**config.mk**
```make
export PLATFORM = sky130hd
export DESIGN_NAME = sync_channel_top
export DESIGN_NICKNAME = d
export VERILOG_FILES = /design/src/sync_pkg.sv /design/src/mreg_write_if.sv /design/src/write_port.sv /design/src/mstruct_reg.sv /design/src/read_port.sv /design/src/sync_channel_top.sv
export SDC_FILE = /design/constraint.sdc
export NUM_CORES = 1
export LEC_CHECK = 0
export BUFFER_PORTS_ARGS = -buffer_cell sky130_fd_sc_hd__buf_2
export CAP_MARGIN = 20
export CORE_MARGIN = 1.5
export CORE_UTILIZATION = 54
export DETAILED_ROUTE_END_ITERATION = 16
export PLACE_DENSITY = 0.78
export SLEW_MARGIN = 30
export SYNTH_ARGS = -nofsm -noshare
export SYNTH_HDL_FRONTEND = slang
export SYNTH_SLANG_ARGS = --single-unit
```
**constraint.sdc**
```tcl
create_clock -name clk -period 3.7 [get_ports clk]
set_input_delay 0 -clock clk [delete_from_list [all_inputs] [get_ports clk]]
set_output_delay 0 -clock clk [all_outputs]
set_load 0.02 [all_outputs]
```
**src/sync_pkg.sv**
```systemverilog
// Data width, data word type and the state enums of the synchronizing channel
`default_nettype none

package sync_pkg;

  // Word width carried by every lane and the read side
  localparam int DATA_W = 32;

  // One data word
  typedef logic [DATA_W-1:0] data_t;

  // Producer lane state
  // LANE_PENDING holds write_en until write_done is seen
  typedef enum logic {
    LANE_IDLE,
    LANE_PENDING
  } lane_state_t;

  // Consumer state
  // RD_WAIT holds read_en until read_done is seen
  typedef enum logic {
    RD_IDLE,
    RD_WAIT
  } read_state_t;

  // Round-robin winner for simultaneous writes
  typedef enum logic {
    TURN_0,
    TURN_1
  } turn_t;

endpackage

`default_nettype wire

```
**src/mreg_write_if.sv**
```systemverilog
// Write bundle of both producer lanes toward the M-structure register, with modports
`default_nettype none

interface mreg_write_if;
  import sync_pkg::*;

  // Lane words, held steady while the enable is high
  data_t data_0;
  data_t data_1;
  // Write requests, level until done
  logic  write_en_0;
  logic  write_en_1;
  // One-cycle commit pulses from the register
  logic  write_done_0;
  logic  write_done_1;

  // Producer side
  modport lanes (
    output data_0, data_1, write_en_0, write_en_1,
    input  write_done_0, write_done_1
  );

  // Register side
  modport mreg (
    input  data_0, data_1, write_en_0, write_en_1,
    output write_done_0, write_done_1
  );

endinterface

`default_nettype wire

```
**src/write_port.sv**
```systemverilog
// Producer lane write port: holding register and pending-request FSM
`default_nettype none

module write_port (
  input  logic            clk,
  input  logic            reset,
  input  logic            push,
  input  sync_pkg::data_t data_in,
  input  logic            write_done,
  output logic            write_en,
  output sync_pkg::data_t write_data,
  output logic            busy
);
  import sync_pkg::*;

  lane_state_t state;
  data_t       hold;
  logic        accept;

  // Push only taken while idle
  // a push during a pending write is dropped
  assign accept = push && (state == LANE_IDLE);

  // Request FSM
  always_ff @(posedge clk) begin
    if (reset) begin
      state <= LANE_IDLE;
    end else begin
      case (state)
        LANE_IDLE: begin
          if (accept) begin
            state <= LANE_PENDING;
          end
        end
        LANE_PENDING: begin
          // Register committed our word one cycle ago
          if (write_done) begin
            state <= LANE_IDLE;
          end
        end
        default: begin
          state <= LANE_IDLE;
        end
      endcase
    end
  end

  // Word stays put for the whole pending phase
  always_ff @(posedge clk) begin
    if (accept) begin
      hold <= data_in;
    end
  end

  // Enable and busy are the same level
  assign write_en   = (state == LANE_PENDING);
  assign busy       = (state == LANE_PENDING);
  assign write_data = hold;

endmodule

`default_nettype wire

```
**src/mstruct_reg.sv**
```systemverilog
// M-structure register: full flag, round-robin write arbitration, registered done pulses
`default_nettype none

module mstruct_reg (
  input  logic            clk,
  input  logic            reset,
  mreg_write_if.mreg      wr,
  input  logic            read_en,
  output sync_pkg::data_t read_data,
  output logic            read_done
);
  import sync_pkg::*;

  logic  full;
  data_t stored;
  turn_t turn;

  // Decoded actions for this edge
  logic  write_one;
  logic  write_both;
  logic  write_st;
  logic  read_st;
  logic  take_1;

  // Writes only land on an empty register
  assign write_one  = !full && (wr.write_en_0 ^ wr.write_en_1);
  assign write_both = !full && wr.write_en_0 && wr.write_en_1;
  assign write_st   = write_one || write_both;

  // Reads only complete on a full register
  // so a read and a write never share an edge
  assign read_st = full && read_en;

  // Lane 1 wins when it is the only requester,
  // or when both request and the turn names it
  assign take_1 = write_one ? wr.write_en_1 : (turn == TURN_1);

  // Full flag
  always_ff @(posedge clk) begin
    if (reset) begin
      full <= 1'b0;
    end else if (write_st) begin
      full <= 1'b1;
    end else if (read_st) begin
      full <= 1'b0;
    end
  end

  // Round-robin turn
  // Flips only when both lanes collide
  always_ff @(posedge clk) begin
    if (reset) begin
      turn <= TURN_0;
    end else if (write_both) begin
      turn <= (turn == TURN_0) ? TURN_1 : TURN_0;
    end
  end

  // Stored word
  // Undefined again once it has been read out
  always_ff @(posedge clk) begin
    if (write_st) begin
      stored <= take_1 ? wr.data_1 : wr.data_0;
    end else if (read_st) begin
      stored <= 'x;
    end
  end

  // Read data, meaningful only alongside read_done
  always_ff @(posedge clk) begin
    if (read_st) begin
      read_data <= stored;
    end else begin
      read_data <= 'x;
    end
  end

  // Commit pulses, one cycle after the storing edge
  always_ff @(posedge clk) begin
    if (reset) begin
      wr.write_done_0 <= 1'b0;
      wr.write_done_1 <= 1'b0;
    end else begin
      wr.write_done_0 <= write_st && !take_1;
      wr.write_done_1 <= write_st && take_1;
    end
  end

  // Read pulse
  always_ff @(posedge clk) begin
    if (reset) begin
      read_done <= 1'b0;
    end else begin
      read_done <= read_st;
    end
  end

endmodule

`default_nettype wire

```
**src/read_port.sv**
```systemverilog
// Consumer read port: request FSM, captured read word and one-cycle valid
`default_nettype none

module read_port (
  input  logic            clk,
  input  logic            reset,
  input  logic            pop,
  input  logic            read_done,
  input  sync_pkg::data_t read_data,
  output logic            read_en,
  output logic            read_busy,
  output sync_pkg::data_t data_out,
  output logic            data_valid
);
  import sync_pkg::*;

  read_state_t state;
  logic        got_word;

  // Word arrives while we are still waiting
  assign got_word = (state == RD_WAIT) && read_done;

  // Request FSM
  always_ff @(posedge clk) begin
    if (reset) begin
      state <= RD_IDLE;
    end else begin
      case (state)
        RD_IDLE: begin
          if (pop) begin
            state <= RD_WAIT;
          end
        end
        RD_WAIT: begin
          if (read_done) begin
            state <= RD_IDLE;
          end
        end
        default: begin
          state <= RD_IDLE;
        end
      endcase
    end
  end

  // Valid pulse for the captured word
  always_ff @(posedge clk) begin
    if (reset) begin
      data_valid <= 1'b0;
    end else begin
      data_valid <= got_word;
    end
  end

  // Register data only lives one cycle, keep our own copy
  always_ff @(posedge clk) begin
    if (got_word) begin
      data_out <= read_data;
    end
  end

  assign read_en   = (state == RD_WAIT);
  assign read_busy = (state == RD_WAIT);

endmodule

`default_nettype wire

```
**src/sync_channel_top.sv**
```systemverilog
// Channel top level: two write ports, the M-structure register and the read port
`default_nettype none

module sync_channel_top (
  input  logic            clk,
  input  logic            reset,
  input  logic            push_0,
  input  logic            push_1,
  input  sync_pkg::data_t data_in_0,
  input  sync_pkg::data_t data_in_1,
  input  logic            pop,
  output logic            busy_0,
  output logic            busy_1,
  output logic            commit_0,
  output logic            commit_1,
  output logic            read_busy,
  output logic            data_valid,
  output sync_pkg::data_t data_out
);
  import sync_pkg::*;

  // Write bundle between the lanes and the register
  mreg_write_if wr_if ();

  // Read side, plain wires
  logic  read_en;
  logic  read_done;
  data_t read_data;

  // Producer lane 0
  write_port lane0 (
    .clk        (clk),
    .reset      (reset),
    .push       (push_0),
    .data_in    (data_in_0),
    .write_done (wr_if.write_done_0),
    .write_en   (wr_if.write_en_0),
    .write_data (wr_if.data_0),
    .busy       (busy_0)
  );

  // Producer lane 1
  write_port lane1 (
    .clk        (clk),
    .reset      (reset),
    .push       (push_1),
    .data_in    (data_in_1),
    .write_done (wr_if.write_done_1),
    .write_en   (wr_if.write_en_1),
    .write_data (wr_if.data_1),
    .busy       (busy_1)
  );

  // Shared one-slot register
  mstruct_reg mreg (
    .clk       (clk),
    .reset     (reset),
    .wr        (wr_if),
    .read_en   (read_en),
    .read_data (read_data),
    .read_done (read_done)
  );

  // Consumer
  read_port reader (
    .clk        (clk),
    .reset      (reset),
    .pop        (pop),
    .read_done  (read_done),
    .read_data  (read_data),
    .read_en    (read_en),
    .read_busy  (read_busy),
    .data_out   (data_out),
    .data_valid (data_valid)
  );

  // Commit pulses brought out so the arbitration order shows at the top
  assign commit_0 = wr_if.write_done_0;
  assign commit_1 = wr_if.write_done_1;

endmodule

`default_nettype wire

```
==> reports/qor.yml <==
cts:
  cts.clk_slew.worst_paths_ns: 0.06
  cts_tree: "done"
  cts_max_level: 4
  post_cts_buffers: 0
  cts.sinks: 169
  clockRootBuffer: "clkbuf_8"
  cts_max_path_buffers: 2
  worstSkewPairLatency_ns: 0.53
  numCtsBuffers: 17
final_layout:
  nets: 565
  drive_gt1_share_pct: 29.5
  fill_cells: 579
  stdcell_count: 645
  syn2layout_area_growth_pct: 33.7
  fin_util_pct: 74.5
  diodes: 0
yosys:
  async_flop_share_pct: 0
  synth_cell_types: 20
  netlist_instances: 317
  ys_seq_elements: 169
  ys.flop_type: "edfxtp_1"
  synth_area_um2: 5750
  syn_area_per_cell_um2: 18.1
  synth_fp_nets: 386
  yosysSeqAreaShare_pct: 81.1
  synth_warnings: 0
  synth_edf_count: 128
global_route:
  overflow: 0
  grt_usage_pct: 21.5
  grt_max_degree: 41
  grt_antenna_before_repair: 0
  grt_pass1_vias: 3427
  grt_first_pass_wirelength_mm: 17.7
timing:
  relSlewSlack_pct: 47.1
  drv_slew: 0
  fin_crit_sh_pct: 58.9
  fin_ws_ns: 1.52
  skew_ns: 0.0118
  tightest_slew_ns: 0.792
  rsz0062_at_grt: "false"
  max_freq_ghz: 0.459
  final_hold_viol_count: 0
  layout_min_cycle_time_ns: 2.18
  setup_viol: 0
  fin_setup_tns_ns: 0
pwr:
  ir_drop_mv: 0.301
  p_leak_nw: 2.85
  power.density_nw_per_um2: 570
critical_path:
  crit_start: "lane0.busy$_SDFF_PP0_"
  worstPathCellList: "nor2b_4 -> a22o_4 -> o22ai_1"
  regToRegSetupSlack_ns: 1.52
  reg2reg_to: "mreg.stored[5]$_DFFE_PP_"
  timing.rr.start: "lane0.busy$_SDFF_PP0_"
  cp-endpoint: "mreg.stored[5]$_DFFE_PP_"
  start_kind: "register"
  cp.required_ns: 3.95
  worst-path-max-fanout: 33
  critPathMaxStageDelay_ns: 0.74
  crit_arrival_ns: 2.43
  crit_path_end_kind: "register"
  critical_path.slowest_cell: "nor2b_4"
  crit_type: "reg -> reg"
  ff2ff_path_depth: 3
detailed_routing:
  wirelength_mm: 11.4
  routed-via-count: 3445
  postRouteAntennaNets: 0
  drt_iter0_drc: 237
  drcViolationCount: 0
  drt_first_pass_iters: 5
  wl_per_cell_um: 17.6
  via_per_inst: 5.34
floorplanning:
  die_width_um: 106
  die_area_um2: 11300
  die_y_um: 106
  fp-row-count: 37
  start_util_pct: 55.7
  ios: 107
  core-area_um2: 10300
run_status:
  outcome: "complete, no violations"
place:
  gp_congestion: 0.745
  dp_cells: 543
  port_buffers: 106
  post-place-ws_ns: 1.60
  dp_hpwl_mm: 6.13
min_path:
  hold_class: "in -> reg"
  hold_start: "data_in_1[9]"
flow_run:
  cap_violations: 0
==> registers in the layout, indices dropped and copies added, names as in the netlist <==
register,flops
mreg.stored,32
mreg.wr.write_done_1,1
lane1.write_data,32
lane0.write_data,32
reader.data_valid,1
lane1.busy,1
mreg.full,1
lane0.busy,1
reader.read_busy,1
mreg.wr.write_done_0,1
mreg.read_data,32
mreg.turn,1
mreg.read_done,1
reader.data_out,32
==> critical path: cells and delay by family (launching register included) <==
kind            cells  cell delay, ns
compound gates      2            0.62
flops               1            0.53
simple gates        1            0.74
==> metrics by stage <==
stage                     total power [W]  area [µm²]  hold WS (ns)
after floorplan                   0.00251        5750        0.0989
after global placement            0.00260        6380         0.177
after detailed placement          0.00261        6380         0.178
after CTS                         0.00437        7660         0.151
after global routing              0.00453        7690         0.160
final                             0.00438        7690         0.172
==> cell usage in the layout (no fill, tap or decap), types with 2 or more instances in the layout <==
cell type      Yosys  final
edfxtp_1         128    128
buf_2             11    106
dlygate4sd3_1      0     69
dfxtp_1           41     40
mux2i_1           33     33
a22oi_1           32     32
o22ai_1           32     32
clkbuf_16          0     19
nor2_1             7      6
buf_4              0      6
inv_1              3      3
nor2b_2            0      3
a211oi_1           3      3
clkbuf_1           5      3
nor3_1             2      2
nand2_1            2      2
a21oi_1            3      2
clkbuf_8           0      2
clkinv_4           0      2
clkinv_2           0      2
inv_4              0      2
==> routing by layer <==
metal | GRT usage, % | vias up | routed length [µm]
met3 | 6.32 | 23 | 871
met4 | 8.30 | 0 | 317
met2 | 35.3 | 183 | 5490
li1 | - | 1613 | -
met5 | 0 | - | 0
met1 | 27.2 | 1626 | 4690
==> synthesized netlist by cell type, drive strengths merged (2+ instances only) <==
master | instances | area share, %
edfxtp | 128 | 67
dfxtp | 41 | 14
mux2i | 33 | 5.7
a22oi | 32 | 4.2
o22ai | 32 | 3.5
buf | 17 | 2.1
nor2 | 7 | 0.46
clkbuf | 5 | 0.33
nor2b | 5 | 0.67
a211oi | 3 | 0.39
a21oi | 3 | 0.26
inv | 3 | 0.20
nand2 | 2 | 0.13
nor3 | 2 | 0.17
==> power by group <==
part	internal [W]	switching [W]
sequential	0.00225	0.0000705
clock	0.00104	0.000693
combinational	0.000160	0.000174
total	0.00345	0.000938
==> how the worst min path moves through the flow <==
stage	endpoint	slack, ns	cells past startpoint
detailed placement	lane0.write_data[14]$_DFFE_PP_	0.18	1
global placement	lane0.write_data[17]$_DFFE_PP_	0.18	1
floorplan	lane0.write_data[0]$_DFFE_PP_	0.1	0
CTS	lane1.write_data[4]$_DFFE_PP_	0.15	2
finish	lane1.write_data[9]$_DFFE_PP_	0.17	2
global route	lane1.write_data[6]$_DFFE_PP_	0.16	2
==> area by class of cell <==
| class | instances | area [µm²] | share of cell area [%] |
|---|---|---|---|
| Sequential cell | 169 | 4670 | 60.7 |
| Timing Repair Buffer | 182 | 1290 | 16.8 |
| Multi-Input combinational cell | 123 | 953 | 12.4 |
| Clock buffer | 24 | 514 | 6.69 |
| Tap cell | 136 | 170 | 2.21 |
| Clock inverter | 8 | 78.8 | 1.03 |
| Inverter | 3 | 11.3 | 0.146 |
==> kinds of logic after synthesis <==
| group | synth area share [%] |
|---|---|
| multiplexers | 5.75 |
| buffers and inverters | 2.65 |
| AO/OA/AOI/OAI | 8.62 |
| XOR/XNOR | 0.152 |
| flip-flops | 81.1 |
| AND/OR/NAND/NOR | 1.70 |
==> repair_timing <==
action / 4_1_cts / 5_1_grt
endpoints found under the hold margin: 73 / 0
resized for setup: 0 / 0
hold buffers: 69 / 0
Power figures use the tool's default switching activity.
